==> config.mk <==
export PLATFORM = sky130hd
export DESIGN_NAME = fifo_write_port
export DESIGN_NICKNAME = d
export VERILOG_FILES = /design/src/usb_dump_pkg.sv /design/src/fifo_write_port.sv
export VERILOG_INCLUDE_DIRS = /design/src /design/src/include
export SDC_FILE = /design/constraint.sdc
export NUM_CORES = 1
export LEC_CHECK = 0
export ABC_AREA = 0
export BUFFER_PORTS_ARGS = -buffer_cell sky130_fd_sc_hd__buf_4
export CAP_MARGIN = 20
export CORE_AREA = 4 4 41 43
export DETAILED_ROUTE_END_ITERATION = 8
export DIE_AREA = 0 0 45 47
export PLACE_DENSITY = 0.56
export SLEW_MARGIN = 0
export SYNTH_ARGS = -nofsm -noshare
export SYNTH_HDL_FRONTEND = slang
export SYNTH_SLANG_ARGS = --single-unit
==> constraint.sdc <==
create_clock -name MCLK -period 2.05 [get_ports MCLK]
set_input_delay 0.205 -clock MCLK [delete_from_list [all_inputs] [get_ports MCLK]]
set_output_delay 0.205 -clock MCLK [all_outputs]
set_load 0.02 [all_outputs]
==> src/include/usb_dump_cfg.svh <==
`ifndef USB_DUMP_CFG_SVH
`define USB_DUMP_CFG_SVH

// page buffer geometry, 8192 bits seen as 1024 bytes
`define USB_DUMP_BIT_ADDR_W      13
`define USB_DUMP_BYTE_ADDR_W     10
`define USB_DUMP_ROM_ADDR_W      7
`define USB_DUMP_PAGE_W          12

// dump layout
`define USB_DUMP_BYTES_PER_LINE  16
`define USB_DUMP_BOOT_LINES      30
`define USB_DUMP_USER_LINES      8

// text rom map, hex digits sit at 0..15
`define USB_DUMP_BOOT_BASE       16
`define USB_DUMP_USER_BASE       80

// title texts
`define USB_DUMP_BOOT_TITLE      "BOOT DUMP: "
`define USB_DUMP_BOOT_LEN        11
`define USB_DUMP_USER_TITLE      "PAGE "
`define USB_DUMP_USER_LEN        5

// character codes
`define USB_DUMP_EOL             8'd13
`define USB_DUMP_SPACE           8'h20

`endif

==> src/usb_dump_pkg.sv <==
`default_nettype none

`include "usb_dump_cfg.svh"

package usb_dump_pkg;

    typedef logic [7:0]                       ascii_t;      // one character
    typedef logic [`USB_DUMP_BYTE_ADDR_W-1:0] byte_addr_t;  // buffer read side
    typedef logic [`USB_DUMP_BIT_ADDR_W-1:0]  bit_addr_t;   // buffer write side
    typedef logic [`USB_DUMP_ROM_ADDR_W-1:0]  rom_addr_t;
    typedef logic [`USB_DUMP_PAGE_W-1:0]      page_t;

    typedef enum logic [4:0] {
        ST_IDLE,
        ST_TITLE_RD,
        ST_TITLE_LD,
        ST_TITLE_NEXT,
        ST_PAGE_RD,
        ST_PAGE_LD,
        ST_PAGE_NEXT,
        ST_HDR_EOL,
        ST_BYTE_RD,
        ST_HI_RD,
        ST_HI_LD,
        ST_LO_RD,
        ST_LO_LD,
        ST_SPACE,
        ST_BYTE_NEXT,
        ST_LINE_EOL,
        ST_LINE_NEXT,
        ST_FRAME_EOL,
        ST_SEND,
        ST_DONE
    } seq_state_t;

endpackage

`default_nettype wire

==> src/fifo_write_port.sv <==
`timescale 1ns/1ns
`default_nettype none

module fifo_write_port (
    input  wire                       MCLK,
    input  wire                       reset,
    input  wire                       char_valid,
    input  wire usb_dump_pkg::ascii_t char_data,
    input  wire                       char_abort,
    output logic                      char_ready,
    input  wire                       fifo_txe_n,
    output usb_dump_pkg::ascii_t      fifo_data,
    output logic                      fifo_wr_n
);
    typedef enum logic [1:0] {
        PORT_IDLE,
        PORT_WAIT,
        PORT_STROBE,
        PORT_RELEASE
    } port_state_t;

    port_state_t state;
    logic        strobe_second;  // set in the second low cycle of wr_n

    assign char_ready = (state == PORT_IDLE);

    always_ff @(posedge MCLK) begin
        if (reset) begin
            state         <= PORT_IDLE;
            fifo_wr_n     <= 1'b1;
            strobe_second <= 1'b0;
        end else begin
            case (state)
                PORT_IDLE: begin
                    if (char_valid) begin  // ready is high here, so this is the transfer
                        state <= PORT_WAIT;
                    end
                end
                PORT_WAIT: begin
                    if (char_abort) begin
                        state <= PORT_IDLE;  // character dropped, no strobe
                    end else if (!fifo_txe_n) begin
                        fifo_wr_n     <= 1'b0;
                        strobe_second <= 1'b0;
                        state         <= PORT_STROBE;
                    end
                end
                PORT_STROBE: begin
                    strobe_second <= 1'b1;
                    if (strobe_second) begin
                        fifo_wr_n <= 1'b1;  // two low cycles done
                        state     <= PORT_RELEASE;
                    end
                end
                PORT_RELEASE: begin
                    state <= PORT_IDLE;
                end
                default: begin
                    state <= PORT_IDLE;
                end
            endcase
        end
    end

    // bridge data latch, stable from the cycle after the transfer until the next one
    always_ff @(posedge MCLK) begin
        if (char_valid && char_ready) begin
            fifo_data <= char_data;
        end
    end

endmodule

`default_nettype wire

==> results of run 1 <==
## flip-flops by register name, indices dropped and copies added, names as in the netlist, named ones only
register and cells:
fifo_data 8, strobe_second 1, state 1, fifo_wr_n 1
## Yosys cell counts
cell       instances  share of area (%)
o2bb2ai_1          1                2.1
nand4bb_1          1                2.7
or2_2              1                1.5
or4b_4             1                3.3
edfxtp_1           8                 57
or2b_1             1                1.8
a21oi_1            1                1.2
dfxtp_1            4                 19
and2_1             1                1.5
nor2_1             1               0.89
o22ai_1            1                1.5
a221o_1            1                2.4
mux2i_1            1                2.4
nor2b_1            2                3.0
## report_power, final
part	switching [mW]	total (mW)	internal, mW	leakage, nW
Sequential	0.00681	0.282	0.275	0.109
Combinational	0.0356	0.0736	0.0380	0.132
Clock	0.0742	0.145	0.0705	0.0154
Total	0.117	0.501	0.384	0.256
## cells by family after synthesis
family             Yosys count  synth area share (%)
muxes                        1                  2.37
DFF                         12                  76.0
AOI/OAI and AO/OA            4                  7.12
and+or+nand+nor              8                  14.5
## cell type report
cell class                 instances  area share (%)
clock buffer                       3            3.56
clock inverter                     1           0.594
multi-input combinational         13            16.0
sequential                        12            50.7
tap                               15            2.97
timing repair buffer              22            26.1
## stage by stage
step	hold WS, ps	total power, mW
after floorplan	274	0.319
final	109	0.501
after detailed placement	386	0.363
after global placement	383	0.360
after CTS	101	0.507
after global routing	85.3	0.527
## worst max-delay path, delay by kind of cell (launching register included)
kind / cells / cell delay, ps
compound gates: 1 / 350
flops: 1 / 360
simple gates: 1 / 570
## final timing paths
kind                startpoint            to  slack (ps)  depth (start not counted)
setup / recovery     flip-flop     fifo_wr_n         660                          2
hold / removal    char_data[4]  fifo_data[4]         110                          1
setup reg to reg     flip-flop     fifo_wr_n         660                          2
hold reg to reg      fifo_wr_n     fifo_wr_n         510                          1
## metal layers
layer  track usage [%]  part of all wire (%)  vias up
li1                  -                     -      150
met1              9.72                    39      130
met2              15.0                    45       17
met3              5.75                    12        4
met4              10.5                   3.9        0
met5                 0                     0        -
==> summary.log, run 1 <==
INFO  global_route   first_pass_grt_wire_length=1360um
INFO  worst_setup_path crit_path_top_delay_cell=or4b_4
INFO  worst_setup_path worst-endpoint-required=2210ps
INFO  synth          synth_nets=38
INFO  finish         layout-drive-gt1-share=52.9%
INFO  global_route   global_route.usage.total=10.2%
INFO  clocking       cts.clk_slew.worst_paths=70ps
INFO  outcome        run_status=finished, final reports clean
INFO  finish         design_area=632um^2
INFO  finish         num-nets-final=65
INFO  clocking       tritoncts=built
INFO  clocking       clock_tree.buffer_depth=2
INFO  pwr            power-per-cell-area=792nW/um^2
INFO  sta            min_period=1390ps
INFO  synth          syn-cell-area=422um^2
INFO  global_route   antenna_violations_before_repair=0
INFO  sta            rsz0062_at_grt=false
INFO  finish         multi_input_comb_area=101um^2
INFO  placement      place_area=606um^2
INFO  placement      routability_congestion_estimate=0.658
INFO  worst_setup_path cp_slowest_stage_delay=570ps
INFO  route          detail_route.wl_per_cell=13.4um
INFO  sta            final_worst_path_cycle_share=67.8%
INFO  route          drc=0
INFO  pwr            static-leakage-power=0.256nW
INFO  placement      hpwlAfterDp=714um
INFO  synth          post_synth_num_cell_types=14
INFO  route          first_pass_iters=2
INFO  clocking       post_cts_resized=0
INFO  clocking       clock_latency=270ps
INFO  sta            worst_slack=660ps
INFO  sta            max_slew_margin=76.2%
INFO  sta            max_clock_freq=0.719GHz
INFO  worst_setup_path worst-setup-path-type=reg -> reg
INFO  clocking       ctsHoldBuffers=0
INFO  finish         fill_cells=130
INFO  sta            finalMaxSlewViolations=0
INFO  clocking       clock_sinks=12
INFO  placement      port_buffers=22
INFO  clocking       cts_setup_buffers=0
INFO  placement      preCtsSetupSlack=669ps
INFO  floorplanning  std_cell_rows=13
INFO  finish         area_growth=49.9%
INFO  floorplanning  core=1300um^2
INFO  finish         num_antenna_cells=0
INFO  pwr            vdd_drop_max=0.472mV
INFO  worst_setup_path worstPathCellList=or4b_4 -> a221o_1
INFO  job            cap_violations=0
INFO  finish         final_core_utilization=48.6%
INFO  finish         ff_latch_area=320um^2
INFO  floorplanning  die_area=2120um^2
INFO  finish         leading_cell_type_in_the_layout_fill_and_taps_excluded=buf_4
INFO  sta            final-setup-viol-count=0
INFO  finish         final_cell_mix=buf_4, edfxtp_1, dfxtp_1
INFO  floorplanning  initial_core_utilization=32.4%
INFO  clocking       tritoncts.num_buffers=3
INFO  floorplanning  floorplan.die.width=45um
INFO  placement      dp.cells=62
INFO  floorplanning  vertical_die_dimension=47um
INFO  global_route   grt-ovfl-total=0
INFO  floorplanning  num_io_pins=23
INFO  worst_setup_path critical_path_peak_fanout=6
INFO  synth          post_synth_inst_count=25
INFO  finish         finish.cell_count_without_fillers=66
INFO  synth          syn_area_per_cell=16.9um^2
INFO  synth          ys_ff_latch=12
INFO  worst_setup_path timing.critical_path.from_type=flip-flop
INFO  global_route   largest_net_degree_at_the_start_of_global_routing=9
INFO  worst_setup_path setup.worst_path.end_class=flip-flop
INFO  synth          yosysSeqAreaShare=76.0%
INFO  clocking       cts_root_buf=clkbuf_4
INFO  route          finalWirelength=882um
INFO  synth          synth_warnings=0
INFO  sta            max_slew.worst_pin.slew=357ps
INFO  global_route   first_global_vias=323
INFO  clocking       ctsHtreeMaxLevel=1
INFO  route          post_drt_via_cell_ratio=4.56
INFO  route          drt_first_iter_violations=1
INFO  worst_hold_path classification_of_the_worst_slack_hold_path=in -> reg
INFO  sta            fin_worst_skew=1.72ps
INFO  sta            report.final.hold_viol_count=0
INFO  sta            setup_tns=0ps
INFO  route          total_number_of_vias=301
INFO  worst_setup_path worst-endpoint-arrival=1550ps
INFO  route          antenna_violating_nets_left=0
No activity file was read; power rests on OpenSTA's default activity.
==> run 2: changes to the inputs <==
Settings changed: PLACE_DENSITY 0.56 to 0.58.
Clock period 2.05 ns to 1.1 ns, I/O delays scaled along.
==> summary.log, run 2 (same netlist as run 1, synthesis figures left out) <==
INFO  clocking       clock_latency=260ps [about the same]
INFO  sta            setup_tns=-257ps [-257 ps]
INFO  pwr            power-per-cell-area=1360nW/um^2 [+72%]
INFO  worst_setup_path crit_path_top_delay_cell=or4b_4
INFO  floorplanning  die_area=2120um^2 [unchanged]
INFO  sta            finalMaxSlewViolations=0 [unchanged]
INFO  clocking       ctsHtreeMaxLevel=1 [unchanged]
INFO  floorplanning  core=1300um^2 [unchanged]
INFO  route          drc=0 [unchanged]
INFO  global_route   grt-ovfl-total=0 [unchanged]
INFO  sta            max_slew.worst_pin.slew=148ps [-209 ps]
INFO  sta            min_period=1220ps [-168 ps]
INFO  sta            report.final.hold_viol_count=0 [unchanged]
INFO  pwr            sequentialPowerShare=54.6% [-1.8 points]
INFO  placement      routability_congestion_estimate=0.648 [-1.5%]
INFO  finish         num-nets-final=71 [+9.2%]
INFO  finish         layout-drive-gt1-share=63.2% [+10 points]
INFO  floorplanning  floorplan.die.width=45um [unchanged]
INFO  global_route   globalRoute.busiestLayer=met2
INFO  sta            final_worst_path_cycle_share=111% [+43 points]
INFO  pwr            static-leakage-power=0.291nW [+13%]
INFO  global_route   global_route_met3_utilization=4.21% [-1.5 points]
INFO  sta            rsz0062_at_grt=true
INFO  clocking       tritoncts=built
INFO  finish         ff_latch_area=323um^2 [+0.78%]
INFO  route          antenna_violating_nets_left=0 [unchanged]
INFO  route          post_drt_via_cell_ratio=4.29 [-5.9%]
INFO  route          finalWirelength=898um [+1.8%]
INFO  route          drt_first_iter_violations=4 [+3]
INFO  global_route   first_global_vias=323 [unchanged]
INFO  sta            max_slew_margin=89.8% [+14 points]
INFO  finish         leading_cell_type_in_the_layout_fill_and_taps_excluded=buf_4
INFO  pwr            pwr-share-comb=18.0% [+3.3 points]
INFO  worst_setup_path worst-setup-path-type=reg -> reg
INFO  worst_setup_path worstPathCellList=or4b_4 -> a221o_1
INFO  sta            worst_slack=-122ps [-782 ps]
INFO  finish         final_cell_mix=buf_4, edfxtp_1, clkbuf_4
INFO  finish         num_antenna_cells=0 [unchanged]
INFO  worst_setup_path critical_path_peak_fanout=2 [-4]
INFO  clocking       clock_tree.buffer_depth=2 [unchanged]
INFO  clocking       cts_root_buf=clkbuf_4
INFO  worst_setup_path worst-endpoint-arrival=1370ps [-180 ps]
INFO  sta            fin_worst_skew=1.53ps [-0.189 ps]
INFO  worst_setup_path cp_slowest_stage_delay=480ps [-90 ps]
INFO  pwr            vdd_drop_max=0.696mV [+47%]
INFO  finish         largest_register=fifo_data
INFO  global_route   global_route.usage.total=9.63% [-0.55 points]
INFO  clocking       cts_setup_buffers=0 [unchanged]
INFO  pwr            net-switching-power=0.219mW [+88%]
INFO  route          detail_route.wl_per_cell=12.5um [-6.7%]
INFO  pwr            internal_power=0.739mW [+93%]
INFO  clocking       cts.clk_slew.worst_paths=70ps [about the same]
INFO  finish         area_growth=66.5%
INFO  global_route   first_pass_grt_wire_length=1370um [+0.52%]
INFO  floorplanning  num_io_pins=23 [unchanged]
INFO  sta            final-setup-viol-count=4 [+4]
INFO  placement      port_buffers=22 [unchanged]
INFO  floorplanning  initial_core_utilization=32.4% [unchanged]
INFO  worst_setup_path worst-endpoint-required=1250ps [-960 ps]
INFO  outcome        run_status=finished, violations left
INFO  job            cap_violations=0 [unchanged]
INFO  global_route   antenna_violations_before_repair=0 [unchanged]
INFO  worst_setup_path timing.critical_path.from_type=flip-flop
INFO  finish         fill_cells=128 [-1.5%]
INFO  clocking       tritoncts.num_buffers=3 [unchanged]
INFO  global_route   grt_util_met2=16.7% [+1.7 points]
INFO  pwr            switching_share=22.8% [-0.46 points]
INFO  global_route   largest_net_degree_at_the_start_of_global_routing=9 [unchanged]
INFO  floorplanning  std_cell_rows=13 [unchanged]
INFO  finish         multi_input_comb_area=115um^2 [+14%]
INFO  floorplanning  vertical_die_dimension=47um [unchanged]
INFO  global_route   met1_capacity_usage_during_global_routing=10.5% [+0.76 points]
INFO  outcome        violated_checks=negative setup slack
INFO  placement      place_area=642um^2 [+6.0%]
INFO  sta            max_clock_freq=0.818GHz [+14%]
INFO  worst_setup_path setup.worst_path.end_class=flip-flop
INFO  route          first_pass_iters=2 [unchanged]
INFO  worst_hold_path classification_of_the_worst_slack_hold_path=in -> reg
INFO  clocking       clock_sinks=12 [unchanged]
INFO  route          total_number_of_vias=309 [+2.7%]
INFO  pwr            clkPwrFrac=27.4% [-1.5 points]
INFO  finish         design_area=702um^2 [+11%]
INFO  finish         largest_reg_flops=8 [unchanged]
## run 2: changes by cell type in the layout (fill, tap and decap cells not counted), moves of 2 or more
cell	change
dlygate4sd3_1	+2
buf_4	+3
dfxtp_1	-2
dfxtp_2	+2
## run 2: layer usage
layer	vias to the layer above	share of wire [%]
li1	161	-
met1	129	39
met2	19	47
met3	0	13
met4	0	0
met5	-	0
## run 2: final cells by class
class,count,share of cell area (%)
clock inverters,1,0.535
flip-flops and latches,12,46.0
clock buffers,3,3.21
repair buffers,28,31.2
multi-input cells,13,16.4
well taps,15,2.67
## run 2: path summary, 6_finish.rpt
| path | start | to | slack (ps) | cells after the start |
|---|---|---|---|---|
| worst min-delay path | char_data[3] | fifo_data[3] | 20 | 1 |
| worst min register to register | fifo_wr_n | fifo_wr_n | 510 | 1 |
| worst max-delay path | flip-flop | fifo_wr_n | -120 | 2 |
| worst max register to register | flip-flop | fifo_wr_n | -120 | 2 |
## run 2: timing repair
item	in CTS	in global routing
setup endpoints to repair	12	4
hold buffers	0	2
endpoints found under the hold margin	0	2
gates resized for setup	4	0
## run 2: power by group through the flow
stage | Combinational, mW | Clock, mW | Sequential [mW]
2_1_floorplan | 0.0334 | 0 | 0.565
3_3_place_gp | 0.154 | 0 | 0.533
3_5_place_dp | 0.158 | 0 | 0.534
4_1_cts | 0.168 | 0.270 | 0.523
5_1_grt | 0.184 | 0.308 | 0.526
6_report | 0.172 | 0.262 | 0.523
## run 2: worst max-delay path, delay by kind of cell (launching register included)
family | cells | cell delay, ps
and+or+nand+nor | 1 | 480
DFF | 1 | 320
AOI/OAI and AO/OA | 1 | 320
## run 2: per-stage QoR
| step | worst slack, ps | total power, mW | std cells | utilization, % | hold slack (ps) |
|---|---|---|---|---|---|
| 6_report | -122 | 0.958 | 72 | 53.9 | 22.9 |
| 5_1_grt | -168 | 1.02 | 72 | 53.9 | 2.32 |
| 2_1_floorplan | -137 | 0.598 | 25 | - | 172 |
| 4_1_cts | -125 | 0.962 | 70 | 52.4 | 15.0 |
| 3_3_place_gp | -100 | 0.687 | 66 | 49.3 | 288 |
| 3_5_place_dp | -121 | 0.692 | 66 | 49.3 | 290 |
