**src/include/usb_dump_cfg.svh**
```systemverilog
`ifndef USB_DUMP_CFG_SVH
`define USB_DUMP_CFG_SVH

// page buffer geometry, 8192 bits seen as 1024 bytes
`define USB_DUMP_BIT_ADDR_W      13
`define USB_DUMP_BYTE_ADDR_W     10
`define USB_DUMP_ROM_ADDR_W      7
`define USB_DUMP_PAGE_W          12

// dump layout
`define USB_DUMP_BYTES_PER_LINE  16
`define USB_DUMP_BOOT_LINES      30
`define USB_DUMP_USER_LINES      8

// text rom map, hex digits sit at 0..15
`define USB_DUMP_BOOT_BASE       16
`define USB_DUMP_USER_BASE       80

// title texts
`define USB_DUMP_BOOT_TITLE      "BOOT DUMP: "
`define USB_DUMP_BOOT_LEN        11
`define USB_DUMP_USER_TITLE      "PAGE "
`define USB_DUMP_USER_LEN        5

// character codes
`define USB_DUMP_EOL             8'd13
`define USB_DUMP_SPACE           8'h20

`endif

```
**src/usb_dump_pkg.sv**
```systemverilog
`default_nettype none

`include "usb_dump_cfg.svh"

package usb_dump_pkg;

    typedef logic [7:0]                       ascii_t;      // one character
    typedef logic [`USB_DUMP_BYTE_ADDR_W-1:0] byte_addr_t;  // buffer read side
    typedef logic [`USB_DUMP_BIT_ADDR_W-1:0]  bit_addr_t;   // buffer write side
    typedef logic [`USB_DUMP_ROM_ADDR_W-1:0]  rom_addr_t;
    typedef logic [`USB_DUMP_PAGE_W-1:0]      page_t;

    typedef enum logic [4:0] {
        ST_IDLE,
        ST_TITLE_RD,
        ST_TITLE_LD,
        ST_TITLE_NEXT,
        ST_PAGE_RD,
        ST_PAGE_LD,
        ST_PAGE_NEXT,
        ST_HDR_EOL,
        ST_BYTE_RD,
        ST_HI_RD,
        ST_HI_LD,
        ST_LO_RD,
        ST_LO_LD,
        ST_SPACE,
        ST_BYTE_NEXT,
        ST_LINE_EOL,
        ST_LINE_NEXT,
        ST_FRAME_EOL,
        ST_SEND,
        ST_DONE
    } seq_state_t;

endpackage

`default_nettype wire

```
**src/text_rom.sv**
```systemverilog
`timescale 1ns/1ns
`default_nettype none

`include "usb_dump_cfg.svh"

module text_rom (
    input  wire                          MCLK,
    input  wire                          rd_en,
    input  wire usb_dump_pkg::rom_addr_t addr,
    output usb_dump_pkg::ascii_t         data
);
    import usb_dump_pkg::*;

    localparam logic [8*`USB_DUMP_BOOT_LEN-1:0] BOOT_TEXT = `USB_DUMP_BOOT_TITLE;
    localparam logic [8*`USB_DUMP_USER_LEN-1:0] USER_TEXT = `USB_DUMP_USER_TITLE;

    localparam int BOOT_END = `USB_DUMP_BOOT_BASE + `USB_DUMP_BOOT_LEN;
    localparam int USER_END = `USB_DUMP_USER_BASE + `USB_DUMP_USER_LEN;

    // rom contents as a function of the address
    function automatic ascii_t rom_char(input rom_addr_t a);
        int idx;
        idx = int'(a);
        if (idx < 10) begin
            return ascii_t'(8'h30 + idx);  // "0".."9"
        end else if (idx < 16) begin
            return ascii_t'(8'h41 + idx - 10);  // "A".."F"
        end else if (idx >= `USB_DUMP_BOOT_BASE && idx < BOOT_END) begin
            // string literal keeps the first character in the top byte
            return BOOT_TEXT[8*(BOOT_END-1-idx) +: 8];
        end else if (idx >= `USB_DUMP_USER_BASE && idx < USER_END) begin
            return USER_TEXT[8*(USER_END-1-idx) +: 8];
        end
        return `USB_DUMP_SPACE;  // unused locations
    endfunction

    always_ff @(posedge MCLK) begin
        if (rd_en) begin
            data <= rom_char(addr);  // one cycle latency
        end
    end

endmodule

`default_nettype wire

```
**config.mk**
```make
export PLATFORM = sky130hd
export DESIGN_NAME = text_rom
export DESIGN_NICKNAME = d
export VERILOG_FILES = /design/src/usb_dump_pkg.sv /design/src/text_rom.sv
export VERILOG_INCLUDE_DIRS = /design/src /design/src/include
export SDC_FILE = /design/constraint.sdc
export NUM_CORES = 1
export LEC_CHECK = 0
export ABC_AREA = 1
export BUFFER_PORTS_ARGS = -buffer_cell sky130_fd_sc_hd__buf_2
export CAP_MARGIN = 20
export CORE_ASPECT_RATIO = 1.75
export CORE_MARGIN = 4
export CORE_UTILIZATION = 28
export CTS_CLUSTER_SIZE = 20
export DETAILED_ROUTE_END_ITERATION = 7
export SLEW_MARGIN = 20
export SYNTH_ARGS = -nofsm -noshare
export SYNTH_HDL_FRONTEND = slang
export SYNTH_SLANG_ARGS = --single-unit
```
**constraint.sdc**
```tcl
create_clock -name MCLK -period 2.39 [get_ports MCLK]
set_input_delay 0.478 -clock MCLK [delete_from_list [all_inputs] [get_ports MCLK]]
set_output_delay 0.478 -clock MCLK [all_outputs]
set_load 0.05 [all_outputs]
```
==> results.cfg, run 1 <==
[status]
outcome = complete, no violations

[setup_path]
cp_max_fo = 8
crit_required_ns = 2.36
cp.arrival_ns = 1.92
start_kind = input pin
endpoint_kind = register
critPathKind = in -> reg

[floorplan]
rows = 29
start_util_pct = 29.1
core_area_um2 = 3630
io_pins = 17
die_w_um = 54.4
dieHeight_um = 89.2
die_area_um2 = 4850

[global_routing]
grt-ovfl-total = 0
antenna_found_initial = 0
grt.total_usage_pct = 14.6
grt_max_degree = 10
grt_pass1_vias = 1108
grt_pass1_wl_um = 5070

[place]
gp_congestion = 0.935
dp_hpwl_um = 2650
portBuffers = 16

[clock_network]
cts_sinks = 8
cts_inserted_buffers = 3
cts_setup_buffers = 0
clk_pin_slew_ns = 0.04
cts_tree = yes
ctsResizeCount = 0
htreeDepth = 1
clock_path_buffers = 2
ctsHoldBuffers = 0
cts-root-buf = clkbuf_8

[hold_path]
min_from = rd_en
whs_endpoint = data[2]$_SDFFCE_PN0P_
worstHoldPathCells = 1
hp-class = in -> reg

[synth]
synth_compound_area_share_pct = 9.73
synth_fa_ha_area_share_pct = 5.93
syn_area_per_cell_um2 = 6.72
synth_nets = 171
synthMuxAreaShare_pct = 0
yosys_warnings = 0
synth_largest_area_cell = edfxtp_1
synth_area_um2 = 1050
synth.area.top_cells = edfxtp_1 23%, nand2_1 16%, nand3_1 7.1%, ha_1 5.9%, nand2_2 5.3%
synthArstFlopShare_pct = 0
yosysUniqueCellTypes = 28
synth_seq_cells = 8
synth_flop_cell = edfxtp_1
yosysSeqAreaShare_pct = 22.8
synthSimpleGateAreaFrac_pct = 49.7
yosysTopAreaCellShare_pct = 22.8
synth-edff-count = 8
synth_top_family_by_area = simple AND/OR/NAND/NOR gates
netlist_instances = 157
synth_xor_area_share_pct = 2.49

[power_and_ir_drop]
pwr_density_cell_nw_per_um2 = 447
peakVddDrop_v = 0.000251
leakage_nw = 0.584
power_w = 0.000550

[timing]
finalMaxSlewViolations = 0
holdWs_ns = 0.591
setup_viol = 0
final_hold_viol_count = 0
grt_setup_unrepaired = no
fmax_mhz = 511
setup_tns_ns = 0
period_share_pct = 81.8
layout_min_cycle_time_ns = 1.96

[detailed_routing]
route.detailed.drc = 0
vias_per_cell = 4.89
wirelength_um = 3120
wl_per_cell_um = 14.1
vias = 1085
antenna_left = 0
firstDrtPassIters = 4
drt_iter0_markers = 24

[layout]
fillers = 422
final_core_util_pct = 33.9
regMostFlops = data
diodes = 0
area.growth.synth_to_final_pct = 16.6
drive_above_1_share_pct = 29.0
final_cell_mix = 46 x nand2_1, 16 x buf_2, 15 x nand3_1
final_common_cell = nand2_1
reg_top3 = data (8)
largest_reg_flops = 8
nets = 192

[flow_run]
maxCapViolCount = 0
-- cell type report --
type                            count  area (um2)  share of cell area, %
Multi-Input combinational cell    127         719                   58.5
Clock buffer                        3        41.3                   3.36
Sequential cell                     8         240                   19.5
Tap cell                           46        57.6                   4.68
Timing Repair Buffer               17        87.6                   7.12
Inverter                           21        83.8                   6.82
-- cells in the mapped netlist (2+ instances only) --
cell      number
a21oi_1        8
nor2_1        10
nand3_1       15
ha_1           5
nor3_1         2
o21ai_0        5
nand4_1        3
inv_4          2
xnor2_1        3
inv_2          6
nor2_4         4
edfxtp_1       8
inv_1         13
nor2_2         2
nand3_2        3
nand2_1       46
nand2_2        9
nand2_4        3
-- how the worst max path moves through the flow --
stage / start / cells after the start / slack (ns) / endpoint
2_1_floorplan: addr[0] / 10 / 0.69 / data[1]$_SDFFCE_PN0P_
4_1_cts: addr[0] / 9 / 0.48 / data[6]$_SDFFCE_PN0P_
3_5_place_dp: addr[0] / 11 / 0.26 / data[1]$_SDFFCE_PN0P_
3_3_place_gp: addr[0] / 11 / 0.25 / data[1]$_SDFFCE_PN0P_
5_1_grt: addr[0] / 10 / 0.30 / data[6]$_SDFFCE_PN0P_
6_report: addr[0] / 9 / 0.43 / data[6]$_SDFFCE_PN0P_
-- critical path, stage by stage --
cell	delay [ns]
buf_2	0.15
inv_4	0.08
ha_1	0.36
nor2_1	0.27
inv_1	0.15
nand4_1	0.12
nand2_1	0.07
o21bai_1	0.15
a21oi_1	0.09
-- power by group --
group | total (W) | switching (W) | internal (W) | leakage [nW]
combinational | 0.000219 | 0.000159 | 0.0000600 | 0.485
clock | 0.000162 | 0.0000525 | 0.000109 | 0.0216
sequential | 0.000170 | 0.00000223 | 0.000168 | 0.0769
-- logic make-up after synthesis --
group / after synthesis
xor+xnor: 3
other cells: 1
compound gates: 18
fa+ha+maj: 5
flops: 8
buf+inv: 22
simple gates: 100
-- metrics by stage --
step           setup WS [ns]  instances  instance area (um2)
6_report               0.435        222                 1230
5_1_grt                0.299        222                 1230
4_1_cts                0.477        222                 1230
3_5_place_dp           0.255        219                 1190
3_3_place_gp           0.248        219                 1190
2_1_floorplan          0.692        157                 1050
-- layer usage --
layer  GRT usage [%]  share of wire (%)
met5               0                  0
met4            12.2                7.6
met3           0.501                1.8
met2            28.6                 58
met1            12.4                 32
(Power assumes the default switching activity.)
==> run 2, diff against run 1 <==
==> constraint.sdc (replaced) <==
create_clock -name MCLK -period 1.95 [get_ports MCLK]
set_input_delay 0.39 -clock MCLK [delete_from_list [all_inputs] [get_ports MCLK]]
set_output_delay 0.39 -clock MCLK [all_outputs]
set_load 0.05 [all_outputs]
==> run 2 against run 1 <==
Net effect: critical path depth up 2; critical path type unchanged; final cell count up 4.1%; via count up 2.9%.
==> results.cfg, run 2 (synthesized netlist as in run 1, its figures left out) <==
[flow_run]
maxCapViolCount = 0

[layout]
largest_reg_flops = 8
diodes = 0
reg_top3 = data (8)
regMostFlops = data
area.growth.synth_to_final_pct = 23.0
layout.cells.non_filler = 231
final_cell_mix = 46 x nand2_1, 16 x buf_2, 15 x nand3_1
drive_above_1_share_pct = 32.4
final_core_util_pct = 35.8
final_common_cell = nand2_1
nets = 201
fillers = 410

[power_and_ir_drop]
leakage_nw = 0.627
p_int_w = 0.000425
seqPwrFrac_pct = 30.4
switching_share_pct = 37.7
peakVddDrop_v = 0.000323
clockPowerShare_pct = 28.4
comb_power_share_pct = 41.1
pwr_density_cell_nw_per_um2 = 526
p_sw_w = 0.000258

[floorplan]
core_area_um2 = 3630
die_w_um = 54.4
rows = 29
start_util_pct = 29.1
die_area_um2 = 4850
dieHeight_um = 89.2
io_pins = 17

[setup_path]
cp_slowest_cell = ha_1
endpoint_kind = register
crit_top_cell = nand2_1
cpPeakStageDelay_ns = 0.33
crit_family = simple AND/OR/NAND/NOR gates
cp.arrival_ns = 1.74
start_kind = input pin
cp_max_fo = 5
crit_required_ns = 1.92
cp.buffers_inverters = 3
critPathKind = in -> reg
crit_chain = buf_2, inv_2, ha_1, nor2_1, inv_1, nand3_1, nand2_1, o21ai_0, nand2_1, nand2_1, a21oi_1

[timing]
setup_viol = 0
grt_setup_unrepaired = no
fmax_mhz = 565
layout_min_cycle_time_ns = 1.77
period_share_pct = 90.8
setup_tns_ns = 0
finalMaxSlewViolations = 0
final_hold_viol_count = 0

[global_routing]
grt.total_usage_pct = 13.5
grt_max_degree = 10
grt-ovfl-total = 0
grt_pass1_wl_um = 4690
grt_pass1_vias = 1094
antenna_found_initial = 0

[detailed_routing]
firstDrtPassIters = 4
wirelength_um = 2940
wl_per_cell_um = 12.7
vias_per_cell = 4.83
drt_iter0_markers = 31
vias = 1116
antenna_left = 0
route.detailed.drc = 0

[clock_network]
ctsHoldBuffers = 0
clock_path_buffers = 2
ctsResizeCount = 0
cts_setup_buffers = 0
cts_tree = yes
htreeDepth = 1
cts_inserted_buffers = 3
cts_sinks = 8
clk_pin_slew_ns = 0.04
cts-root-buf = clkbuf_8

[place]
dp_hpwl_um = 2550
dp.cells = 228
portBuffers = 16
gp_congestion = 0.885

[status]
outcome = complete, no violations

[hold_path]
hp-class = in -> reg
[run 2: cell count changes in the layout (fill, tap and decap cells not counted)]
cell | previous run | this run
buf_4 | 1 | 10
[run 2: power groups by stage]
stage	clock network (W)	logic [W]	registers [W]
floorplan	0	0.000149	0.000261
CTS	0.000201	0.000280	0.000208
global placement	0	0.000280	0.000211
global route	0.000206	0.000308	0.000210
finish	0.000194	0.000281	0.000208
detailed placement	0	0.000279	0.000211
[run 2: path summary, 6_finish.rpt]
| path | startpoint | endpoint | slack [ns] | cells past startpoint |
|---|---|---|---|---|
| hold / removal | rd_en | data[6]$_SDFFCE_PN0P_ | 0.51 | 1 |
| setup / recovery | addr[1] | data[1]$_SDFFCE_PN0P_ | 0.18 | 11 |
[run 2: layout make-up]
| cell class | instances | area (um2) | share of cell area, % |
|---|---|---|---|
| tap | 46 | 57.6 | 4.44 |
| inverter | 21 | 83.8 | 6.46 |
| clock buffer | 3 | 41.3 | 3.18 |
| timing repair buffer | 26 | 155 | 12.0 |
| sequential | 8 | 240 | 18.5 |
| multi-input combinational | 127 | 719 | 55.4 |
[run 2: metrics by stage]
stage | total power [W] | hold WS (ns) | area [um2] | worst slack, ns
floorplan | 0.000410 | 0.502 | 1050 | 0.340
global placement | 0.000491 | 0.732 | 1260 | -0.0669
detailed placement | 0.000490 | 0.744 | 1260 | -0.0320
CTS | 0.000689 | 0.507 | 1300 | 0.199
global route | 0.000723 | 0.521 | 1300 | 0.0736
finish | 0.000683 | 0.510 | 1300 | 0.179
[run 2: per-layer routing]
metal / global-route usage [%] / share of wire (%) / up-vias
li1: - / - / 568
met4: 13.4 / 8.7 / 0
met1: 10.8 / 31 / 496
met3: 0.501 / 3.1 / 16
met5: 0 / 0 / -
met2: 26.2 / 57 / 36
==> run 3, diff against run 2 <==
--- a/config.mk
+++ b/config.mk
@@ -9,12 +9,12 @@
 export ABC_AREA = 1
 export BUFFER_PORTS_ARGS = -buffer_cell sky130_fd_sc_hd__buf_2
 export CAP_MARGIN = 20
-export CORE_ASPECT_RATIO = 1.75
+export CORE_ASPECT_RATIO = 1.25
 export CORE_MARGIN = 4
 export CORE_UTILIZATION = 28
 export CTS_CLUSTER_SIZE = 20
 export DETAILED_ROUTE_END_ITERATION = 7
-export SLEW_MARGIN = 20
+export SLEW_MARGIN = 10
 export SYNTH_ARGS = -nofsm -noshare
 export SYNTH_HDL_FRONTEND = slang
 export SYNTH_SLANG_ARGS = --single-unit
==> constraint.sdc (replaced) <==
create_clock -name MCLK -period 2 [get_ports MCLK]
set_input_delay 0.4 -clock MCLK [delete_from_list [all_inputs] [get_ports MCLK]]
set_output_delay 0.4 -clock MCLK [all_outputs]
set_load 0.05 [all_outputs]
==> run 3 against run 2 <==
Net effect: largest power group unchanged; largest cell class unchanged; core utilization shrank 0.53 points; sequential share of layout area rose by 0.57 points; sequential power is 2% lower; combinational power decreased by 7.5%.
==> results.cfg, run 3 (synthesized netlist as in run 1, its figures left out) <==
[layout]
seq_area_um2 = 240
multi_input_area_um2 = 719
final_common_cell = nand2_1
nets = 197
regMostFlops = data
fillers = 376
largest_reg_flops = 8
final_cell_mix = 46 x nand2_1, 16 x buf_2, 15 x nand3_1
layout.cells.non_filler = 220
reg_top3 = data (8)
diodes = 0
area.growth.synth_to_final_pct = 19.3
drive_above_1_share_pct = 30.9

[floorplan]
die_w_um = 62.9
rows = 24
io_pins = 17
core_area_um2 = 3570
start_util_pct = 29.5
dieHeight_um = 76.6
die_area_um2 = 4820

[timing]
setup_viol = 0
fmax_mhz = 573
period_share_pct = 87.2
finalMaxSlewViolations = 0
grt_setup_unrepaired = no
final_hold_viol_count = 0
setup_tns_ns = 0
layout_min_cycle_time_ns = 1.74

[setup_path]
crit_required_ns = 2.07
cp.arrival_ns = 1.82
cp_max_fo = 6
start_kind = input pin
critPathKind = in -> reg
endpoint_kind = register

[power_and_ir_drop]
switching_share_pct = 37.3
leakage_nw = 0.608
seqPwrFrac_pct = 31.2
peakVddDrop_v = 0.000160
pwr_density_cell_nw_per_um2 = 517
clockPowerShare_pct = 28.9
p_sw_w = 0.000243
comb_power_share_pct = 40.0
p_int_w = 0.000409

[detailed_routing]
route.detailed.drc = 0
firstDrtPassIters = 4
antenna_left = 0
wl_per_cell_um = 11.6
vias = 1050
vias_per_cell = 4.77
wirelength_um = 2550
drt_iter0_markers = 36

[global_routing]
grt_pass1_vias = 1025
grt-ovfl-total = 0
grt_max_degree = 10
grt_pass1_wl_um = 4490
antenna_found_initial = 0
grt.total_usage_pct = 11.5

[place]
dp_hpwl_um = 2160
dp.cells = 217
gp_congestion = 0.902
portBuffers = 16

[hold_path]
worstHoldPathCells = 1
min_from = rd_en
hp-class = in -> reg
whs_endpoint = data[7]$_SDFFCE_PN0P_

[clock_network]
cts_sinks = 8
htreeDepth = 1
ctsHoldBuffers = 0
ctsResizeCount = 0
cts_setup_buffers = 0
cts_inserted_buffers = 3
clk_pin_slew_ns = 0.04
cts_tree = yes
cts-root-buf = clkbuf_8
clock_path_buffers = 2

[status]
outcome = complete, no violations

[flow_run]
maxCapViolCount = 0
[run 3: layer usage]
layer / GRT usage, % / routed length [um] / up-vias
li1: - / - / 558
met1: 13.1 / 1080 / 461
met2: 20.9 / 1310 / 26
met3: 1.62 / 111 / 5
met4: 4.64 / 46 / 0
met5: 0 / 0 / -
[run 3: critical path, cell delays in order]
cell,delay [ns]
buf_2,0.17
inv_4,0.04
ha_1,0.35
nor2_1,0.21
inv_1,0.10
nor2_1,0.12
nand4_1,0.11
nand3_1,0.11
o21bai_1,0.06
a21oi_1,0.15
[run 3: worst max-delay path by stage]
| stage | from | end | slack (ns) | cells past startpoint |
|---|---|---|---|---|
| after floorplan | addr[0] | data[1]$_SDFFCE_PN0P_ | 0.38 | 10 |
| after CTS | addr[0] | data[1]$_SDFFCE_PN0P_ | 0.27 | 11 |
| after global placement | addr[0] | data[6]$_SDFFCE_PN0P_ | 0.001 | 10 |
| after global routing | addr[0] | data[6]$_SDFFCE_PN0P_ | 0.1 | 10 |
| final | addr[0] | data[6]$_SDFFCE_PN0P_ | 0.26 | 10 |
| after detailed placement | addr[0] | data[1]$_SDFFCE_PN0P_ | 0.03 | 11 |
[run 3: area by class of cell]
class | instances | area share [%]
multi-input cells | 127 | 57.2
well taps | 39 | 3.88
repair buffers | 22 | 9.94
flip-flops and latches | 8 | 19.1
inverters | 21 | 6.66
clock buffers | 3 | 3.28
[run 3: through the flow]
| step | hold slack [ns] | setup WS [ns] | area, um2 | util [%] | total power (W) |
|---|---|---|---|---|---|
| CTS | 0.509 | 0.266 | 1260 | 35.2 | 0.000660 |
| global route | 0.520 | 0.0959 | 1260 | 35.2 | 0.000695 |
| global placement | 0.744 | 0.00123 | 1220 | 34.1 | 0.000468 |
| finish | 0.505 | 0.255 | 1260 | 35.2 | 0.000651 |
| floorplan | 0.512 | 0.380 | 1050 | - | 0.000400 |
| detailed placement | 0.746 | 0.0278 | 1220 | 34.1 | 0.000466 |
[run 3: power by group through the flow]
stage / Clock [W] / Combinational (W) / Sequential, W
after floorplan: 0 / 0.000145 / 0.000254
after global placement: 0 / 0.000262 / 0.000206
after detailed placement: 0 / 0.000260 / 0.000206
after CTS: 0.000197 / 0.000261 / 0.000203
after global routing: 0.000201 / 0.000289 / 0.000204
final: 0.000188 / 0.000260 / 0.000203
