## src/include/usb_dump_cfg.svh

```systemverilog
`ifndef USB_DUMP_CFG_SVH
`define USB_DUMP_CFG_SVH

// page buffer geometry, 8192 bits seen as 1024 bytes
`define USB_DUMP_BIT_ADDR_W      13
`define USB_DUMP_BYTE_ADDR_W     10
`define USB_DUMP_ROM_ADDR_W      7
`define USB_DUMP_PAGE_W          12

// dump layout
`define USB_DUMP_BYTES_PER_LINE  16
`define USB_DUMP_BOOT_LINES      30
`define USB_DUMP_USER_LINES      8

// text rom map, hex digits sit at 0..15
`define USB_DUMP_BOOT_BASE       16
`define USB_DUMP_USER_BASE       80

// title texts
`define USB_DUMP_BOOT_TITLE      "BOOT DUMP: "
`define USB_DUMP_BOOT_LEN        11
`define USB_DUMP_USER_TITLE      "PAGE "
`define USB_DUMP_USER_LEN        5

// character codes
`define USB_DUMP_EOL             8'd13
`define USB_DUMP_SPACE           8'h20

`endif

```

## src/usb_dump_pkg.sv

```systemverilog
`default_nettype none

`include "usb_dump_cfg.svh"

package usb_dump_pkg;

    typedef logic [7:0]                       ascii_t;      // one character
    typedef logic [`USB_DUMP_BYTE_ADDR_W-1:0] byte_addr_t;  // buffer read side
    typedef logic [`USB_DUMP_BIT_ADDR_W-1:0]  bit_addr_t;   // buffer write side
    typedef logic [`USB_DUMP_ROM_ADDR_W-1:0]  rom_addr_t;
    typedef logic [`USB_DUMP_PAGE_W-1:0]      page_t;

    typedef enum logic [4:0] {
        ST_IDLE,
        ST_TITLE_RD,
        ST_TITLE_LD,
        ST_TITLE_NEXT,
        ST_PAGE_RD,
        ST_PAGE_LD,
        ST_PAGE_NEXT,
        ST_HDR_EOL,
        ST_BYTE_RD,
        ST_HI_RD,
        ST_HI_LD,
        ST_LO_RD,
        ST_LO_LD,
        ST_SPACE,
        ST_BYTE_NEXT,
        ST_LINE_EOL,
        ST_LINE_NEXT,
        ST_FRAME_EOL,
        ST_SEND,
        ST_DONE
    } seq_state_t;

endpackage

`default_nettype wire

```

## src/dump_sequencer.sv

```systemverilog
`timescale 1ns/1ns
`default_nettype none

`include "usb_dump_cfg.svh"

module dump_sequencer (
    input  wire                           MCLK,
    input  wire                           reset,
    input  wire                           send_boot,
    input  wire                           send_user,
    input  wire usb_dump_pkg::page_t      page,
    output logic                          buf_rd_en,
    output usb_dump_pkg::byte_addr_t      buf_rd_addr,
    input  wire usb_dump_pkg::ascii_t     buf_rd_data,
    output logic                          rom_rd_en,
    output usb_dump_pkg::rom_addr_t       rom_addr,
    input  wire usb_dump_pkg::ascii_t     rom_data,
    output logic                          char_valid,
    output usb_dump_pkg::ascii_t          char_data,
    output logic                          char_abort,
    input  wire                           char_ready
);
    import usb_dump_pkg::*;

    localparam int TITLE_W = 4;
    localparam int LINE_W  = 5;
    localparam int COL_W   = $clog2(`USB_DUMP_BYTES_PER_LINE);
    localparam int DIGITS  = `USB_DUMP_PAGE_W / 4;

    seq_state_t         state;
    seq_state_t         ret_state;  // where SEND goes after the handshake
    logic               is_boot;
    page_t              page_q;     // shifted left one digit per character
    rom_addr_t          title_addr;
    logic [TITLE_W-1:0] title_cnt;  // characters left in the title, minus one
    logic [1:0]         digit_cnt;
    byte_addr_t         buf_addr;
    logic [COL_W-1:0]   col_cnt;
    logic [LINE_W-1:0]  line_cnt;
    logic               col_last;
    logic               line_last;

    assign char_abort = !send_boot && !send_user;
    assign char_valid = (state == ST_SEND) && !char_abort;

    assign col_last  = (col_cnt == COL_W'(`USB_DUMP_BYTES_PER_LINE - 1));
    assign line_last = is_boot ? (line_cnt == LINE_W'(`USB_DUMP_BOOT_LINES - 1))
                               : (line_cnt == LINE_W'(`USB_DUMP_USER_LINES - 1));

    assign buf_rd_en   = (state == ST_BYTE_RD);
    assign buf_rd_addr = buf_addr;

    assign rom_rd_en = (state == ST_TITLE_RD) || (state == ST_PAGE_RD) ||
                       (state == ST_HI_RD) || (state == ST_LO_RD);

    // buffer byte stays on buf_rd_data for both nibble lookups
    always_comb begin
        case (state)
            ST_PAGE_RD: rom_addr = rom_addr_t'(page_q[`USB_DUMP_PAGE_W-1 -: 4]);
            ST_HI_RD:   rom_addr = rom_addr_t'(buf_rd_data[7:4]);
            ST_LO_RD:   rom_addr = rom_addr_t'(buf_rd_data[3:0]);
            default:    rom_addr = title_addr;
        endcase
    end

    always_ff @(posedge MCLK) begin
        if (reset) begin
            state      <= ST_IDLE;
            ret_state  <= ST_IDLE;
            is_boot    <= 1'b0;
            page_q     <= '0;
            title_addr <= '0;
            title_cnt  <= '0;
            digit_cnt  <= '0;
            buf_addr   <= '0;
            col_cnt    <= '0;
            line_cnt   <= '0;
        end else if (char_abort) begin
            state <= ST_IDLE;  // both requests gone
        end else begin
            case (state)
                ST_IDLE: begin
                    // no abort, so at least one request is up; boot wins
                    is_boot   <= send_boot;
                    page_q    <= page;
                    digit_cnt <= '0;
                    buf_addr  <= '0;
                    col_cnt   <= '0;
                    line_cnt  <= '0;
                    if (send_boot) begin
                        title_addr <= rom_addr_t'(`USB_DUMP_BOOT_BASE);
                        title_cnt  <= TITLE_W'(`USB_DUMP_BOOT_LEN - 1);
                    end else begin
                        title_addr <= rom_addr_t'(`USB_DUMP_USER_BASE);
                        title_cnt  <= TITLE_W'(`USB_DUMP_USER_LEN - 1);
                    end
                    state <= ST_TITLE_RD;
                end
                ST_TITLE_RD: state <= ST_TITLE_LD;
                ST_TITLE_LD: begin
                    ret_state <= ST_TITLE_NEXT;
                    state     <= ST_SEND;
                end
                ST_TITLE_NEXT: begin
                    title_addr <= title_addr + 1'b1;
                    title_cnt  <= title_cnt - 1'b1;
                    if (title_cnt != '0) begin
                        state <= ST_TITLE_RD;
                    end else if (is_boot) begin
                        state <= ST_BYTE_RD;
                    end else begin
                        state <= ST_PAGE_RD;  // user frame prints the page first
                    end
                end
                ST_PAGE_RD: state <= ST_PAGE_LD;
                ST_PAGE_LD: begin
                    ret_state <= ST_PAGE_NEXT;
                    state     <= ST_SEND;
                end
                ST_PAGE_NEXT: begin
                    page_q    <= page_q << 4;
                    digit_cnt <= digit_cnt + 1'b1;
                    if (digit_cnt == 2'(DIGITS - 1)) begin
                        state <= ST_HDR_EOL;
                    end else begin
                        state <= ST_PAGE_RD;
                    end
                end
                ST_HDR_EOL: begin
                    ret_state <= ST_BYTE_RD;
                    state     <= ST_SEND;
                end
                ST_BYTE_RD: state <= ST_HI_RD;
                ST_HI_RD:   state <= ST_HI_LD;
                ST_HI_LD: begin
                    ret_state <= ST_LO_RD;
                    state     <= ST_SEND;
                end
                ST_LO_RD: state <= ST_LO_LD;
                ST_LO_LD: begin
                    ret_state <= ST_SPACE;
                    state     <= ST_SEND;
                end
                ST_SPACE: begin
                    ret_state <= ST_BYTE_NEXT;
                    state     <= ST_SEND;
                end
                ST_BYTE_NEXT: begin
                    buf_addr <= buf_addr + 1'b1;
                    if (col_last) begin
                        col_cnt <= '0;
                        state   <= ST_LINE_EOL;
                    end else begin
                        col_cnt <= col_cnt + 1'b1;
                        state   <= ST_BYTE_RD;
                    end
                end
                ST_LINE_EOL: begin
                    ret_state <= ST_LINE_NEXT;
                    state     <= ST_SEND;
                end
                ST_LINE_NEXT: begin
                    line_cnt <= line_cnt + 1'b1;
                    state    <= line_last ? ST_FRAME_EOL : ST_BYTE_RD;
                end
                ST_FRAME_EOL: begin
                    ret_state <= ST_DONE;
                    state     <= ST_SEND;
                end
                ST_SEND: begin
                    if (char_ready) begin  // valid is high, transfer this cycle
                        state <= ret_state;
                    end
                end
                ST_DONE: state <= ST_DONE;  // left only through abort
                default: state <= ST_IDLE;
            endcase
        end
    end

    // character register, held steady through SEND
    always_ff @(posedge MCLK) begin
        case (state)
            ST_TITLE_LD, ST_PAGE_LD, ST_HI_LD, ST_LO_LD: char_data <= rom_data;
            ST_SPACE:                                    char_data <= `USB_DUMP_SPACE;
            ST_HDR_EOL, ST_LINE_EOL, ST_FRAME_EOL:       char_data <= `USB_DUMP_EOL;
            default: ;
        endcase
    end

endmodule

`default_nettype wire

```

## config.mk

```make
export PLATFORM = sky130hd
export DESIGN_NAME = dump_sequencer
export DESIGN_NICKNAME = d
export VERILOG_FILES = /design/src/usb_dump_pkg.sv /design/src/dump_sequencer.sv
export VERILOG_INCLUDE_DIRS = /design/src /design/src/include
export SDC_FILE = /design/constraint.sdc
export NUM_CORES = 1
export LEC_CHECK = 0
export BUFFER_PORTS_ARGS = -buffer_cell sky130_fd_sc_hd__buf_2
export CAP_MARGIN = 10
export CORE_ASPECT_RATIO = 2
export CORE_UTILIZATION = 50
export DETAILED_ROUTE_END_ITERATION = 8
export GPL_TIMING_DRIVEN = 0
export PLACE_DENSITY_LB_ADDON = 0.25
export SYNTH_ARGS = -nofsm -noshare
export SYNTH_HDL_FRONTEND = slang
export SYNTH_SLANG_ARGS = --single-unit
export TNS_END_PERCENT = 10
```

## constraint.sdc

```tcl
create_clock -name MCLK -period 7.3 [get_ports MCLK]
set_input_delay 2.19 -clock MCLK [delete_from_list [all_inputs] [get_ports MCLK]]
set_output_delay 2.19 -clock MCLK [all_outputs]
set_load 0.02 [all_outputs]
```

==> key figures, run 1 <==
Floorplanning
  – Die ar.: between 7000 and 8000 sq um
  – Rows: 42
  – Initial Util: approximately half
  – Core area: roughly 6600 sq um
  – Die H: 118.4 microns
  – Chip width: 60.19 microns
  – # IOs: 62

Detailed routing
  – Initial detailed-routing violation count: roughly 220
  – Drt pass-1 iters: 5
  – DR DRC count: 0
  – Total Wirelength: between 9000 and 10000 microns
  – Vias/cell: between 5 and 6
  – Post-DRT Antenna Nets: 0
  – Drt wl/cell: ~17 microns
  – DR vias: approximately 3400

Timing
  – Max-slew headroom: between 20% and 30%
  – Actual slew at the worst max-slew pin: around 1100 ps
  – Fin crit share: 77.93%
  – RSZ-0062 raised after global routing: false
  – Setup Skew: 5.531 ps
  – Fmax: approximately 180 MHz
  – Fin Hold WS: 451.4 ps
  – Fin crit period: about 5700 ps
  – Final hold vios: 0
  – Setup violators final: 0
  – TNS Setup: 0 ps
  – Max-slew violation count: 0

Yosys
  – Async set-or-reset flop fraction in the synthesized netlist: 0%
  – Syn Area/Cell: ~8 sq um
  – Post-synthesis sequential area ratio: about two fifths
  – Area leader, netlist: dfxtp_1
  – Top-count cell post-synth: nor2_1
  – Synth Instances: between 400 and 500
  – Post-Syn Nets: around 450
  – Synth Flop Type: dfxtp_1
  – Synth area leaders: dfxtp_1 33%, edfxtp_1 7.1%, nor2_1 6.2%
  – Most frequent cells after synthesis: 56 x nor2_1, 55 x dfxtp_1, 45 x nand2_1
  – EDFF count, synth: 8
  – Synth unique cells: 55
  – #FFs+latches synth: 63
  – Post-synthesis cell area: between 3000 and 4000 sq um
  – Warnings from Yosys: 0
  – Synth top area share: 32.52%

Worst setup path
  – Worst Path Required: 5110 ps
  – R2r setup slk: slightly below 5000 ps
  – Crit path launch type: input pin
  – CP Class: input pin to primary output
  – CP Max Fanout: 10
  – Crit. Startpoint: send_boot
  – Crit end category: primary output
  – Reg-to-reg startpoint: state[1]
  – CP arrival: 3500 ps

Power and ir drop
  – Internal power: 0.0007133 W
  – Sw Share: around 31%
  – Sw power: about 0.00032 W
  – Max VDD drop: approximately 0.24 mV
  – Seq pwr share: between 30% and 40%
  – Clock power frac: 38.7%
  – PD cells: between 200 and 300 nW/um^2
  – Comb power frac: 22.4%
  – Final Total Pwr: ~0.0010 W
  – Leak pwr: ~1.7 nW

Clocking
  – CTS tree: yes
  – Clk Latency, worst-skew pair: 340 ps
  – Post-cts resize count: 0
  – Number of setup buffers added after CTS: 0
  – CTS sink count: between 60 and 70
  – TritonCTS Buffers: 9
  – Register clock-pin slew on the reported worst setup and hold paths: ~50 ps
  – CTS Hold Buffers Added: 0
  – H-tree depth: 3
  – CTS Root Cell: clkbuf_16
  – Clk buf depth: 2

Global route
  – Pin count of the biggest net entering global routing: 13
  – Initial antenna violation count: 0
  – First-pass GRT wire length: 15460 microns
  – Vias in the first global route: 3348
  – Global route total overflow: 0
  – Gr usage total: 29.21%

Run status
  – Status: completed

Min path
  – Hold Path Class: register to register
  – Hold path start: digit_cnt[0]

Placed design
  – Hpwl dp: between 7000 and 8000 microns
  – GPL Wtd Cong: between 0.9 and 1
  – Port-buffer cells: 60

Cells and area
  – Layout cell share with drive strength beyond 1: 19.14%
  – Synthesis-to-finish area growth: 20.33%
  – NumNets Final: between 500 and 600
  – Number of diodes: 0

Run
  – Max Cap Viol: 0
## flip-flops by register name, summed over array words and instances (netlist names)
signal and count:
col_cnt 4, state 5, buf_rd_addr 10, line_cnt 5, ret_state 5, title_addr 7
is_boot 1, char_data 8, title_cnt 4, digit_cnt 2, page_q 12
## power groups by stage
stage	clock (W)	combinational [W]	sequential [W]
2_1_floorplan	0	0.000158	0.000412
3_3_place_gp	0	0.000225	0.000409
3_5_place_dp	0	0.000229	0.000410
4_1_cts	0.000405	0.000229	0.000403
5_1_grt	0.000420	0.000254	0.000408
6_report	0.000401	0.000232	0.000404
## cells in the final DEF (no fill, tap or decap), types with 9 or more instances in the layout
cell type | synthesis | routed
nand2_1 | 45 | 45
nor3_1 | 15 | 15
and2_1 | 11 | 11
buf_2 | 5 | 65
a21oi_1 | 26 | 26
clkbuf_1 | 16 | 18
nand3_1 | 19 | 19
clkbuf_16 | 0 | 9
nor2_1 | 56 | 56
o21ai_0 | 20 | 20
dfxtp_1 | 55 | 55
xor2_1 | 10 | 10
nand2b_1 | 9 | 9
## worst paths after layout
check | to | depth (start not counted)
hold / removal | digit_cnt[0] | 2
setup reg to reg | ret_state[3] | 5
setup / recovery | char_valid | 7
hold reg to reg | digit_cnt[0] | 2
## cell type report
class	count	area, sq um
clock inverters	3	17.52
flip-flops and latches	63	1341
inverters	8	30.03
fillers	629	2495
clock buffers	13	260.3
repair buffers	60	300.3
multi-input cells	320	1894
well taps	88	110.1
plain buffers	24	120.1
## worst max-delay path, stage by stage
cell and delay, ps:
buf_2 110, or2_2 280, buf_2 200, inv_1 150
buf_2 310, nor2_1 90, buf_2 170
## metrics by stage
| step | setup WS [ps] | instance area [sq um] | utilization (%) | cells |
|---|---|---|---|---|
| floorplan | 1931 | 3386 | - | 415 |
| detailed placement | 1636 | 3796 | 57.79 | 563 |
| finish | 1611 | 4074 | 62.02 | 579 |
| global route | 1556 | 4074 | 62.02 | 579 |
| CTS | 1634 | 4074 | 62.02 | 579 |
| global placement | 1641 | 3796 | 57.79 | 563 |
## kinds of logic (layout without fill, tap and decap cells)
group                    after synthesis  count (layout)  synth area share [%]
buffers and inverters                 32             108                 4.434
AND/OR/NAND/NOR                      203             203                 30.23
adder cells (fa/ha/maj)                6               6                 2.217
XOR/XNOR                              10              10                 2.587
flip-flops                            63              63                 39.62
multiplexers                           5               5                 1.515
AO/OA/AOI/OAI                         96              96                 19.40
## per-layer routing
metal | vias up | share of wire [%] | GRT usage (%)
met2 | 115 | 54 | 50.76
met3 | 40 | 5.5 | 6.893
met1 | 1593 | 36 | 29.92
met5 | - | 0 | 0
li1 | 1642 | - | -
met4 | 0 | 4.5 | 16.86
Note: power is estimated with default switching activity, not from simulation.
==> run 2, diff against run 1 <==
clock period = 5.62 ns   (was 7.3 ns; I/O delays follow)
==> key figures, run 2 (same netlist as run 1, synthesis figures left out) <==
Worst setup path
  – Reg-to-reg startpoint: state[1]
  – Crit end category: primary output
  – CP arrival: 3000 ps (-500 ps)
  – Worst r2r path cells: 5 (unchanged)
  – R2r setup slk: 3150 ps (-1670 ps)
  – CP Class: input pin to primary output
  – Crit path launch type: input pin
  – Reg2reg end: ret_state[3]
  – Worst Path Required: 3930 ps (-1180 ps)
  – Crit. Startpoint: send_boot
  – CP Max Fanout: 10 (unchanged)
  – Worst Setup EP: char_valid

Run status
  – Status: complete, but fails checks
  – Violated checks: design-rule violations

Power and ir drop
  – Sw power: 0.0004203 W (+30%)
  – Leak pwr: 1.653 nW (unchanged)
  – Max VDD drop: 0.3120 mV (+29%)
  – Seq pwr share: 39.0% (about the same)
  – PD cells: 330.6 nW/um^2 (+30%)
  – Internal power: 0.0009267 W (+30%)
  – Sw Share: 31.20% (+0.039 points)
  – Comb power frac: 22.5% (about the same)
  – Clock power frac: 38.6% (about the same)

Global route
  – Met3 GRT Util: 7.549% (+0.66 points)
  – Gr usage total: 29.26% (+0.043 points)
  – GR peak layer: met2
  – Met1 GRT Util: 29.57% (-0.35 points)
  – Pin count of the biggest net entering global routing: 13 (unchanged)
  – Met2 Track Usage GR: 50.69% (-0.069 points)
  – Vias in the first global route: 3344 (-0.12%)
  – Initial antenna violation count: 0 (unchanged)
  – First-pass GRT wire length: 15480 microns (+0.13%)
  – Global route total overflow: 0 (unchanged)

Clocking
  – H-tree depth: 3 (unchanged)
  – Register clock-pin slew on the reported worst setup and hold paths: 50 ps (about the same)
  – Post-cts resize count: 0 (unchanged)
  – Clk buf depth: 2 (unchanged)
  – Clk Latency, worst-skew pair: 340 ps (about the same)
  – Number of setup buffers added after CTS: 0 (unchanged)
  – TritonCTS Buffers: 9 (unchanged)
  – CTS tree: yes
  – CTS Root Cell: clkbuf_16
  – CTS Hold Buffers Added: 0 (unchanged)
  – CTS sink count: 63 (unchanged)

Timing
  – Fin crit period: between 4000 and 5000 ps
  – Max-slew violation count: 0 (unchanged)
  – TNS Setup: 0 ps (unchanged)
  – Fin crit share: between 80% and 90%
  – Max-slew headroom: 25.88% (+0.57 points)
  – Actual slew at the worst max-slew pin: 1107 ps (-8.464 ps)
  – Setup Skew: 7.487 ps (+1.956 ps)
  – Setup violators final: 0 (unchanged)
  – RSZ-0062 raised after global routing: false
  – Fmax: roughly 210 MHz
  – Setup ws final: 937.9 ps (-673.3 ps)
  – Fin Hold WS: 451.4 ps (+0.004000 ps)
  – Final hold vios: 0 (unchanged)

Cells and area
  – Multi-input gate area: 1894 sq um (unchanged)
  – NumNets Final: 525 (unchanged)
  – Number of diodes: 0 (unchanged)
  – Max reg flops: 12 (unchanged)
  – Register area: 1341 sq um (unchanged)
  – FILL cells: 629 (unchanged)
  – Layout cell share with drive strength beyond 1: 19.14% (unchanged)
  – Most common cell after layout, fill and taps aside: buf_2
  – Register bank with the most flops: page_q
  – Synthesis-to-finish area growth: 20.33% (unchanged)
  – Commonest non-fill, non-tap cells in the layout: 65 x buf_2, 56 x nor2_1, 55 x dfxtp_1, 45 x nand2_1, 26 x a21oi_1

Detailed routing
  – Drt pass-1 iters: 7 (+2)
  – Total Wirelength: 9638 microns (+0.25%)
  – Post-DRT Antenna Nets: 0 (unchanged)
  – Vias/cell: 5.907 (+0.88%)
  – Drt wl/cell: 16.65 microns (+0.25%)
  – Initial detailed-routing violation count: 217 (unchanged)
  – DR DRC count: 1 (+1)
  – DR vias: 3420 (+0.88%)

Floorplanning
  – Die ar.: 7124 sq um (unchanged)
  – Core area: 6569 sq um (unchanged)
  – Die H: 118.4 microns (unchanged)
  – Chip width: 60.19 microns (unchanged)
  – Rows: 42 (unchanged)
  – # IOs: 62 (unchanged)
  – Initial Util: 51.54% (unchanged)

Placed design
  – Hpwl dp: 7112 microns (unchanged)
  – Pre-CTS setup slack: 963.9 ps (-672.0 ps)
  – Port-buffer cells: 60 (unchanged)
  – GPL Wtd Cong: 0.9626 (unchanged)

Run
  – Max Cap Viol: 0 (unchanged)

Min path
  – Hold Path Class: register to register
  – Hold Path Depth: 2 (unchanged)
[run 2: final cells by class]
type                       instances  area share [%]
clock inverter                     3          0.4300
multi-input combinational        320           46.50
timing repair buffer              60           7.371
buffer                            24           2.948
sequential                        63           32.92
inverter                           8          0.7371
clock buffer                      13           6.388
tap                               88           2.703
[run 2: stage by stage]
stage / utilization (%) / total power (W) / instances / instance area [sq um]
5_1_grt: 62.02 / 0.001406 / 579 / 4074
3_3_place_gp: 57.79 / 0.0008238 / 563 / 3796
3_5_place_dp: 57.79 / 0.0008299 / 563 / 3796
2_1_floorplan: - / 0.0007409 / 415 / 3386
6_report: 62.02 / 0.001347 / 579 / 4074
4_1_cts: 62.02 / 0.001347 / 579 / 4074
[run 2: worst min path at each step]
stage,to,startpoint
after floorplan,digit_cnt[0],digit_cnt[0]
after global placement,digit_cnt[0],digit_cnt[0]
after detailed placement,digit_cnt[0],digit_cnt[0]
after CTS,digit_cnt[0],digit_cnt[0]
after global routing,digit_cnt[0],digit_cnt[0]
final,digit_cnt[0],digit_cnt[0]
[run 2: worst max-delay path, cell delays in order]
cell,delay [ps]
buf_2,110
or2_2,280
buf_2,200
inv_1,150
buf_2,310
nor2_1,80
buf_2,170
[run 2: power groups by stage]
stage                     logic (W)  registers, W  clock network (W)
after global placement     0.000292      0.000532                  0
after CTS                  0.000298      0.000524           0.000526
after detailed placement   0.000297      0.000533                  0
after floorplan            0.000205      0.000536                  0
after global routing       0.000330      0.000530           0.000546
final                      0.000303      0.000525           0.000520
[run 2: per-layer routing]
metal,routed length (microns),part of all wire (%)
met5,0,0
met4,510,5.3
met3,611,6.3
met2,5060,53
met1,3456,36
==> run 3, diff against run 2 <==
clock period = 3.76 ns   (was 5.62 ns; I/O delays follow)
==> key figures, run 3 (same netlist as run 1, synthesis figures left out) <==
Run status
  – Status: completed

Clocking
  – Number of setup buffers added after CTS: 0 (unchanged)
  – TritonCTS Buffers: 9 (unchanged)
  – Register clock-pin slew on the reported worst setup and hold paths: 50 ps (about the same)
  – CTS sink count: 63 (unchanged)
  – H-tree depth: 3 (unchanged)
  – Clk buf depth: 2 (unchanged)
  – CTS Root Cell: clkbuf_16
  – CTS tree: yes
  – Clk Latency, worst-skew pair: 340 ps (about the same)

Timing
  – Max-slew headroom: 26.47% (+0.59 points)
  – Final hold vios: 0 (unchanged)
  – Fmax: 280.0 MHz
  – Max-slew violation count: 0 (unchanged)
  – Actual slew at the worst max-slew pin: 1098 ps (-8.878 ps)
  – TNS Setup: 0 ps (unchanged)
  – Fin crit share: around 95%
  – Setup Skew: 6.983 ps (-0.5034 ps)
  – Setup violators final: 0 (unchanged)
  – Fin crit period: approximately 3600 ps
  – RSZ-0062 raised after global routing: false

Cells and area
  – NumNets Final: 525 (unchanged)
  – FILL cells: 624 (-0.79%)
  – Layout cell share with drive strength beyond 1: 19.76% (+0.61 points)
  – Max reg flops: 12 (unchanged)
  – Number of diodes: 0 (unchanged)
  – Register area: 1341 sq um (unchanged)
  – Commonest non-fill, non-tap cells in the layout: 65 x buf_2, 56 x nor2_1, 55 x dfxtp_1, 45 x nand2_1, 26 x a21oi_1
  – Design area: 4086 sq um (+0.31%)
  – Multi-input gate area: 1906 sq um (+0.59%)
  – Register bank with the most flops: page_q
  – Synthesis-to-finish area growth: 20.69%
  – Most common cell after layout, fill and taps aside: buf_2

Floorplanning
  – Initial Util: 51.54% (unchanged)
  – # IOs: 62 (unchanged)
  – Rows: 42 (unchanged)
  – Die H: 118.4 microns (unchanged)
  – Chip width: 60.19 microns (unchanged)
  – Core area: 6569 sq um (unchanged)
  – Die ar.: 7124 sq um (unchanged)

Global route
  – Global route total overflow: 0 (unchanged)
  – First-pass GRT wire length: 15440 microns (-0.22%)
  – Vias in the first global route: 3359 (+0.45%)
  – Gr usage total: 29.17% (-0.087 points)
  – Initial antenna violation count: 0 (unchanged)
  – Pin count of the biggest net entering global routing: 13 (unchanged)

Worst setup path
  – Worst Path Required: 2630 ps (-1300 ps)
  – Crit end category: primary output
  – Crit path launch type: input pin
  – CP arrival: 2440 ps (-560 ps)
  – CP Max Fanout: 10 (unchanged)
  – CP Class: input pin to primary output

Detailed routing
  – Total Wirelength: 9580 microns (-0.60%)
  – Drt wl/cell: 16.55 microns (-0.60%)
  – DR DRC count: 0 (-1)
  – Post-DRT Antenna Nets: 0 (unchanged)
  – Initial detailed-routing violation count: 207 (-4.6%)
  – Vias/cell: 5.877 (-0.50%)
  – DR vias: 3403 (-0.50%)
  – Drt pass-1 iters: 8 (+1)

Run
  – Max Cap Viol: 0 (unchanged)

Placed design
  – Placed Instance Area: 3796 sq um (unchanged)
  – Hpwl dp: 7112 microns (unchanged)
  – Port-buffer cells: 60 (unchanged)
  – GPL Wtd Cong: 0.9626 (unchanged)

Power and ir drop
  – Leak pwr: 1.658 nW (+0.32%)
  – Max VDD drop: 0.4663 mV (+49%)
  – PD cells: 492.9 nW/um^2 (+49%)

Min path
  – Hold Path Class: register to register
run 3: cell counts in the layout (fill, tap and decap cells not counted):
Identical to the previous run, type by type.
run 3: layer usage:
metal  share of wire [%]  GRT usage, %
met5                   0             0
met4                 4.6         16.86
met3                 5.4         7.002
met2                  54         50.69
met1                  36         29.78
run 3: layout make-up:
| class | instances | share of cell area (%) |
|---|---|---|
| buffer | 24 | 2.970 |
| clock buffer | 13 | 6.369 |
| clock inverter | 3 | 0.4287 |
| inverter | 8 | 0.7348 |
| multi-input combinational | 320 | 46.63 |
| sequential | 63 | 32.82 |
| tap | 88 | 2.694 |
| timing repair buffer | 60 | 7.348 |
run 3: critical path, stage by stage:
cell and delay [ps]:
buf_2 110, or2_2 280, buf_2 210, inv_1 150
buf_2 300, nor2_1 90, buf_2 170
run 3: repair_timing:
action,in CTS,in global routing
setup endpoints to repair,0,4
hold buffers,0,0
endpoints found under the hold margin,0,0
gates resized for setup,0,4
run 3: final timing paths:
check	cells past startpoint	slack (ps)	from	to
hold reg to reg	2	450	digit_cnt[0]	digit_cnt[0]
setup / recovery	7	190	send_boot	char_valid
hold / removal	2	450	digit_cnt[0]	digit_cnt[0]
setup reg to reg	5	1290	state[1]	ret_state[3]
run 3: stage by stage:
stage          hold WS [ps]  util [%]  setup WS, ps  total power, W  instances
2_1_floorplan         431.9         -         515.3        0.001107        415
3_3_place_gp          440.9     57.79         225.1        0.001231        563
3_5_place_dp          451.5     57.79         219.9        0.001240        563
4_1_cts               458.3     62.02         24.35        0.002014        579
5_1_grt               483.9     62.21         112.1        0.002105        579
6_report              452.1     62.21         189.0        0.002014        579
run 3: report_power, final:
group | switching (W) | total, W | internal, W
registers | 0.0000391 | 0.000785 | 0.000745
clock network | 0.000297 | 0.000777 | 0.000480
logic | 0.000292 | 0.000453 | 0.000161
